==> src/design/app_udp_adapter_pkg.sv <==
package app_udp_adapter_pkg;

    // payload bytes carried by one flit
    localparam int beat_bytes = 16;

    // one beat per datagram from the application
    typedef struct packed {
        logic [31:0] src_ip;
        logic [31:0] dst_ip;
        logic [15:0] src_port;
        logic [15:0] dst_port;
        // payload length in bytes
        logic [15:0] data_len;
    } udp_meta_s;

    // second flit of the message, zero filled at the bottom
    typedef struct packed {
        logic [31:0] src_ip;
        logic [31:0] dst_ip;
        logic [15:0] src_port;
        logic [15:0] dst_port;
        logic [15:0] data_len;
        logic [15:0] pad;
    } udp_meta_flit_s;

    // outgoing flit select
    typedef enum logic [1:0] {
        hdr_out = 2'd0,
        meta_out = 2'd1,
        data_out = 2'd2
    } to_udp_mux_out_e;

endpackage

==> src/design/noc_flit_pkg.sv <==
package noc_flit_pkg;

    // mesh flit width in bits
    localparam int flit_w = 128;

    // coordinates of the tile that hosts the UDP engine
    localparam logic [7:0] udp_tile_x = 8'd2;
    localparam logic [7:0] udp_tile_y = 8'd1;

    localparam int hdr_used_w = 32;
    localparam int hdr_pad_w = flit_w - hdr_used_w;

    typedef enum logic [7:0] {
        msg_none = 8'h00,
        udp_rx = 8'h10,
        udp_tx = 8'h11
    } noc_msg_type_e;

    // first flit of every message
    typedef struct packed {
        logic [7:0] dst_x;
        logic [7:0] dst_y;
        // flits that follow the header
        logic [7:0] msg_len;
        noc_msg_type_e msg_type;
        logic [hdr_pad_w-1:0] pad;
    } noc_hdr_flit_s;

endpackage
==> src/design/to_udp_top.sv <==
`timescale 1ns/1ns

module to_udp_top (
     input  logic                               clk
    ,input  logic                               rst

    ,input  logic                               meta_val
    ,output logic                               meta_rdy
    ,input  app_udp_adapter_pkg::udp_meta_s     meta

    ,input  logic                               data_val
    ,output logic                               data_rdy
    ,input  logic [noc_flit_pkg::flit_w-1:0]    data

    ,output logic                               noc_val
    ,input  logic                               noc_rdy
    ,output logic [noc_flit_pkg::flit_w-1:0]    noc_data
);

    app_udp_adapter_pkg::to_udp_mux_out_e data_mux_sel;
    logic init_state;
    logic cnt_flit;
    logic last_flit;

    // framing stage into the slice
    logic frame_val;
    logic frame_rdy;
    logic [noc_flit_pkg::flit_w-1:0] frame_flit;

    to_udp_ctrl u_ctrl (
         .clk           (clk)
        ,.rst           (rst)
        ,.src_meta_val  (meta_val)
        ,.src_meta_rdy  (meta_rdy)
        ,.src_data_val  (data_val)
        ,.src_data_rdy  (data_rdy)
        ,.noc_val       (frame_val)
        ,.noc_rdy       (frame_rdy)
        ,.data_mux_sel  (data_mux_sel)
        ,.init_state    (init_state)
        ,.cnt_flit      (cnt_flit)
        ,.last_flit     (last_flit)
    );

    to_udp_datap u_datap (
         .clk           (clk)
        ,.rst           (rst)
        ,.meta          (meta)
        ,.data          (data)
        ,.data_mux_sel  (data_mux_sel)
        ,.init_state    (init_state)
        ,.cnt_flit      (cnt_flit)
        ,.last_flit     (last_flit)
        ,.flit          (frame_flit)
    );

    noc_out_slice u_slice (
         .clk           (clk)
        ,.rst           (rst)
        ,.in_val        (frame_val)
        ,.in_flit       (frame_flit)
        ,.in_rdy        (frame_rdy)
        ,.out_val       (noc_val)
        ,.out_rdy       (noc_rdy)
        ,.out_flit      (noc_data)
    );

endmodule

==> src/design/noc_out_slice.sv <==
`timescale 1ns/1ns

module noc_out_slice (
     input  logic                               clk
    ,input  logic                               rst

    ,input  logic                               in_val
    ,input  logic [noc_flit_pkg::flit_w-1:0]    in_flit
    ,output logic                               in_rdy

    ,output logic                               out_val
    ,input  logic                               out_rdy
    ,output logic [noc_flit_pkg::flit_w-1:0]    out_flit
);

    logic skid_val;
    logic [noc_flit_pkg::flit_w-1:0] skid_flit;
    logic in_fire;
    logic out_free;

    // ready comes straight from the skid flop
    assign in_rdy = ~skid_val;
    assign in_fire = in_val & in_rdy;
    // output entry can take a new flit this cycle
    assign out_free = out_rdy | ~out_val;

    always_ff @(posedge clk) begin
        if (rst) begin
            out_val <= 1'b0;
            skid_val <= 1'b0;
        end else if (out_free) begin
            if (skid_val) begin
                out_val <= 1'b1;
                skid_val <= 1'b0;
            end else begin
                out_val <= in_fire;
            end
        end else if (in_fire) begin
            skid_val <= 1'b1;
        end
    end

    always_ff @(posedge clk) begin
        if (out_free) begin
            out_flit <= skid_val ? skid_flit : in_flit;
        end
        if (!out_free && in_fire) begin
            skid_flit <= in_flit;
        end
    end

    out_stable_a: assert property (@(posedge clk) disable iff (rst)
        (out_val && !out_rdy) |=> (out_val && $stable(out_flit)));

endmodule

==> src/design/to_udp_datap.sv <==
`timescale 1ns/1ns

module to_udp_datap (
     input  logic                                   clk
    ,input  logic                                   rst

    ,input  app_udp_adapter_pkg::udp_meta_s         meta
    ,input  logic [noc_flit_pkg::flit_w-1:0]        data

    ,input  app_udp_adapter_pkg::to_udp_mux_out_e   data_mux_sel
    ,input  logic                                   init_state
    ,input  logic                                   cnt_flit

    ,output logic                                   last_flit
    ,output logic [noc_flit_pkg::flit_w-1:0]        flit
);

    app_udp_adapter_pkg::udp_meta_s meta_reg;
    app_udp_adapter_pkg::udp_meta_flit_s meta_flit;
    noc_flit_pkg::noc_hdr_flit_s hdr_flit;

    logic [16:0] len_round;
    logic [16:0] beat_cnt;
    logic [16:0] msg_len_full;
    logic [7:0] msg_len;
    logic [7:0] flit_cnt;

    // metadata tracks the input until the FSM leaves ready
    always_ff @(posedge clk) begin
        if (init_state) begin
            meta_reg <= meta;
        end
    end

    // counts the metadata flit and every payload flit
    always_ff @(posedge clk) begin
        if (rst || init_state) begin
            flit_cnt <= 8'd0;
        end else if (cnt_flit) begin
            flit_cnt <= flit_cnt + 8'd1;
        end
    end

    // one metadata flit plus payload beats, rounded up
    assign len_round = {1'b0, meta_reg.data_len}
                     + 17'(app_udp_adapter_pkg::beat_bytes - 1);
    assign beat_cnt = len_round / 17'(app_udp_adapter_pkg::beat_bytes);
    assign msg_len_full = beat_cnt + 17'd1;
    assign msg_len = msg_len_full[7:0];

    assign last_flit = (flit_cnt == (msg_len - 8'd1));

    always_comb begin
        hdr_flit = '0;
        hdr_flit.dst_x = noc_flit_pkg::udp_tile_x;
        hdr_flit.dst_y = noc_flit_pkg::udp_tile_y;
        hdr_flit.msg_len = msg_len;
        hdr_flit.msg_type = noc_flit_pkg::udp_tx;
    end

    always_comb begin
        meta_flit = '0;
        meta_flit.src_ip = meta_reg.src_ip;
        meta_flit.dst_ip = meta_reg.dst_ip;
        meta_flit.src_port = meta_reg.src_port;
        meta_flit.dst_port = meta_reg.dst_port;
        meta_flit.data_len = meta_reg.data_len;
    end

    always_comb begin
        case (data_mux_sel)
            app_udp_adapter_pkg::meta_out: flit = meta_flit;
            app_udp_adapter_pkg::data_out: flit = data;
            default: flit = hdr_flit;
        endcase
    end

    // zero length datagrams are not framed
    nonzero_len_a: assert property (@(posedge clk) disable iff (rst)
        !init_state |-> (meta_reg.data_len != 16'd0));

endmodule

==> src/design/to_udp_ctrl.sv <==
`timescale 1ns/1ns

module to_udp_ctrl (
     input  logic                                   clk
    ,input  logic                                   rst

    ,input  logic                                   src_meta_val
    ,output logic                                   src_meta_rdy

    ,input  logic                                   src_data_val
    ,output logic                                   src_data_rdy

    ,output logic                                   noc_val
    ,input  logic                                   noc_rdy

    ,output app_udp_adapter_pkg::to_udp_mux_out_e   data_mux_sel
    ,output logic                                   init_state
    ,output logic                                   cnt_flit

    ,input  logic                                   last_flit
);

    typedef enum logic [1:0] {
        ready = 2'd0,
        hdr_flit_out = 2'd1,
        meta_flit_out = 2'd2,
        data_passthru = 2'd3
    } state_e;

    state_e state_reg;
    state_e state_next;

    always_ff @(posedge clk) begin
        if (rst) begin
            state_reg <= ready;
        end else begin
            state_reg <= state_next;
        end
    end

    always_comb begin
        src_meta_rdy = 1'b0;
        src_data_rdy = 1'b0;
        noc_val = 1'b0;
        cnt_flit = 1'b0;
        init_state = 1'b0;
        data_mux_sel = app_udp_adapter_pkg::hdr_out;
        state_next = state_reg;

        case (state_reg)
            ready: begin
                init_state = 1'b1;
                src_meta_rdy = 1'b1;
                if (src_meta_val) begin
                    state_next = hdr_flit_out;
                end
            end
            hdr_flit_out: begin
                noc_val = 1'b1;
                if (noc_rdy) begin
                    state_next = meta_flit_out;
                end
            end
            meta_flit_out: begin
                noc_val = 1'b1;
                data_mux_sel = app_udp_adapter_pkg::meta_out;
                if (noc_rdy) begin
                    cnt_flit = 1'b1;
                    state_next = data_passthru;
                end
            end
            data_passthru: begin
                // payload goes straight through to the slice
                data_mux_sel = app_udp_adapter_pkg::data_out;
                noc_val = src_data_val;
                src_data_rdy = noc_rdy;
                if (src_data_val && noc_rdy) begin
                    cnt_flit = 1'b1;
                    if (last_flit) begin
                        state_next = ready;
                    end
                end
            end
            default: begin
                state_next = ready;
            end
        endcase
    end

    state_known_a: assert property (@(posedge clk) disable iff (rst)
        !$isunknown(state_reg));

    data_rdy_only_passthru_a: assert property (@(posedge clk) disable iff (rst)
        src_data_rdy |-> (state_reg == data_passthru));

endmodule

==> config.mk <==
export PLATFORM = sky130hd
export DESIGN_NAME = to_udp_top
export DESIGN_NICKNAME = d
export VERILOG_FILES = /design/src/design/app_udp_adapter_pkg.sv /design/src/design/noc_flit_pkg.sv /design/src/design/to_udp_top.sv /design/src/design/noc_out_slice.sv /design/src/design/to_udp_datap.sv /design/src/design/to_udp_ctrl.sv
export SDC_FILE = /design/constraint.sdc
export NUM_CORES = 1
export LEC_CHECK = 0
export ABC_AREA = 1
export BUFFER_PORTS_ARGS = -buffer_cell sky130_fd_sc_hd__buf_2
export CORE_MARGIN = 5
export CORE_UTILIZATION = 25
export DETAILED_ROUTE_END_ITERATION = 8
export MAX_ROUTING_LAYER = met4
export PLACE_DENSITY = 0.45
export SKIP_LAST_GASP = 1
export SLEW_MARGIN = 15
export SYNTH_ARGS = -nofsm -noshare
export SYNTH_HDL_FRONTEND = slang
export SYNTH_SLANG_ARGS = --single-unit
==> constraint.sdc <==
create_clock -name clk -period 14.4 [get_ports clk]
set_input_delay 4.32 -clock clk [delete_from_list [all_inputs] [get_ports clk]]
set_output_delay 4.32 -clock clk [all_outputs]
set_load 0.1 [all_outputs]
==> summary.md <==
- 0 — post-detailed-route DRC marker count
- completed — status
- 2,309 — Inst Count DP
- 2 — number of antenna violations at the first check in global routing
- 1.04 ns — worst-margin pin slew
- 0 — Max-cap violations
- 0.0151 sq mm — combined area of all synthesized cells
- 13.1% — overall global routing resource usage
- 12.6 sq um — Syn Area/Cell
- u_ctrl.state_reg[0] — CP startpoint
- 0.000127 V — Max rail drop VDD
- 30.8% — worst max-slew margin expressed relative to the limit
- 0.0382 ns — worst clock skew
- 14.5% — simple-gate share of the synthesized area
- 2.38 ns — WP data arrival
- 29.7 mm — half-perimeter wire length after detailed placement
- 74.6% — portion of the post-synthesis area used by sequential elements
- simple AND/OR/NAND/NOR gates — largest family of logic cells by synthesized area
- 1,826 — nets@finish
- 28 — count of unique library cells instantiated by Yosys
- 8.39 nW — Leakage
- 28.4% — layout overhead on the synthesized area
- 6.70 ns — time the final worst path needs with I/O delays and setup
- 0 — antenna-violating nets left
- 25.2% — Starting Density
- 380 — number of sinks driven by the clock tree
- 5 — first-pass iteration count of the detailed router
- 0 — number of pins exceeding their max-slew limit in the final report
- edfxtp_1 (73%), nand2_1 (11%), a22o_1 (5.3%) — Synth area leaders
- 30.0% — fraction of final layout cells with drive strength greater than 1
- 7.24% — fraction of the mapped netlist area in compound gates
- u_datap.flit_cnt[0] — Hold Path Origin
- edfxtp_1 — most instantiated flip-flop cell in the synthesis netlist
- 0 — number of buffers inserted by hold repair at cts
- 380 — number of register bits inferred by synthesis
- 18.3 microns — average routed wire per standard cell
- 10,400 — via count of the first global-routing pass
- false — unrepaired setup endpoints after global routing
- 45 — clock buffer count from CTS
- 256 microns — die height
- 256 microns — floorplan die width
- nand2_1 — most frequently used cell type in the post-synthesis netlist
- 0 — final hold viol count
- 0% — share of synthesized area spent on multiplexers
- 3 — buffers from clock root to sink, at most
- 0% — share of flip-flops with an asynchronous set or reset
- 0 — total of cells resized after clock tree synthesis
- 77 — maximum number of pins on one net before global-route repair
- 2 — CTS H-tree lvls
- inv_1 -> ha_4 -> buf_2 — series of cell instances along the critical path
- 0 — post-CTS setup buffer count
- 0 ns — setup TNS after final layout
- 0.0601 sq mm — placeable core region
- 1,449 — post-synthesis net count
- reg -> reg — class of the worst hold path
- output pin — Critical Path End Type
- done — TritonCTS clock tree
- 10,200 — total via count after detailed routing
- 10.67 ns — flop-to-flop setup slack
- 376 — boundary pin count
- u_ctrl.state_reg[1] — FF-to-FF Start
- 2,392 — number of standard cells in the layout, taps in and fillers out
- flip-flop — Setup crit start kind
- 0.116% — parity-gate share of the synthesized area counting xor and xnor cells
- 0 — grt total ovfl
- 375 — input/output buffers
- 73.0% — portion of synthesized cell area occupied by the leading cell type
- clkbuf_16 — root buffer selected by CTS
- 1,197 — post-synthesis cell count
- 4.52 mW — overall power after layout
- 149 MHz — fmax
- 10.08 ns — Data required, critical path
- 0.64 ns — highest cell delay on the worst timing path
- 0 — warning count from the yosys run
- 578 — number of violations reported at the end of detailed-routing iteration 0
- 0.765 — final RePlAce weighted congestion
- reg -> out — critical path type
- 0 — count of endpoints failing setup in the final report
- 46.5% — post-route fraction of the period consumed by the critical path
- 50 — maximum net fanout on the critical path
- 0.57 ns — insertion delay to the later sink of the worst-skew pair
- 0.579% — post-synthesis adder-cell area fraction
- 233 mW/mm^2 — Power per Cell Area
- edfxtp_1 — leading area contributor after synthesis
- 64.6 mm — global-route wire length before repair
- 6,116 — fill cell instance count of the final layout
- 90 — Placement Rows
- 4.25 — Via density
- 0.06 ns — clock slew at the register clock pins of the worst setup and hold paths
- nand2_1 (458), edfxtp_1 (368), a22o_1 (92) — top post-synthesis cells by count
- 368 — number of flops mapped to enable cells by yosys
- ha_4 — worst-path cell with the longest stage delay
- 43.7 mm — Post-Route WL
- 0.0655 sq mm — area of the die
## power by group
part           internal [mW]  switching (mW)  total (mW)
Clock                  0.716           0.455        1.17
Combinational          0.282            1.38        1.66
Sequential              1.60          0.0809        1.68
## path summary, 6_finish.rpt
kind / cells past startpoint / endpoint
worst max-delay path: 3 / meta_rdy
worst min-delay path: 1 / u_datap.flit_cnt[0]
worst max register to register: 6 / u_slice.skid_flit[61]
worst min register to register: 1 / u_datap.flit_cnt[0]
## worst max-delay path, delay by kind of cell, from the launching register on
family                   cells  cell delay [ns]
adder cells (fa/ha/maj)      1             0.64
buffers and inverters        2             0.76
flip-flops                   1             0.35
## area by class of cell
class	instances	area [sq um]	area share, %
Clock inverter	24	310	1.60
Antenna cell	2	5.00	0.0258
Sequential cell	380	11300	58.1
Multi-Input combinational cell	700	3450	17.8
Inverter	63	240	1.24
Clock buffer	57	1200	6.19
Tap cell	782	978	5.04
Timing Repair Buffer	384	1940	10.0
## per-stage QoR
stage          worst slack, ns  utilization (%)  cell area (sq um)  hold slack (ns)
6_report                  7.70             32.3              19400            0.490
5_1_grt                   7.54             32.3              19400            0.523
4_1_cts                   7.59             32.3              19400            0.491
3_5_place_dp              7.38             29.8              17900            0.478
3_3_place_gp              7.41             29.8              17900            0.465
2_1_floorplan            0.741                -              15100            0.447
## layout by cell type (no fill, tap or decap), types with 9 or more instances in the layout
cell type  count
dfxtp_1       11
a22o_1        92
o21ai_0       29
nand3_1       30
edfxtp_1     368
nor2_2         9
a21oi_1       13
buf_2        375
nor2_1        23
clkbuf_16     46
clkbuf_1      10
buf_4          9
inv_1         59
clkinv_2       9
nand2_1      457
## metal layers
layer | GRT usage (%) | part of all wire (%) | up-vias
li1 | - | - | 4971
met1 | 16.3 | 43 | 4845
met2 | 21.0 | 48 | 272
met3 | 3.22 | 5.9 | 68
met4 | 4.59 | 2.8 | 0
met5 | - | 0 | -
## cell families (layout without fill, tap and decap cells)
group | after synthesis | in the layout
and+or+nand+nor | 546 | 546
adders and majority gates | 7 | 7
buffers and inverters | 117 | 528
AOI/OAI and AO/OA | 145 | 145
xor gates and xnor gates | 2 | 2
DFF | 380 | 380
other | 0 | 2
No activity file was read; power rests on OpenSTA's default activity.
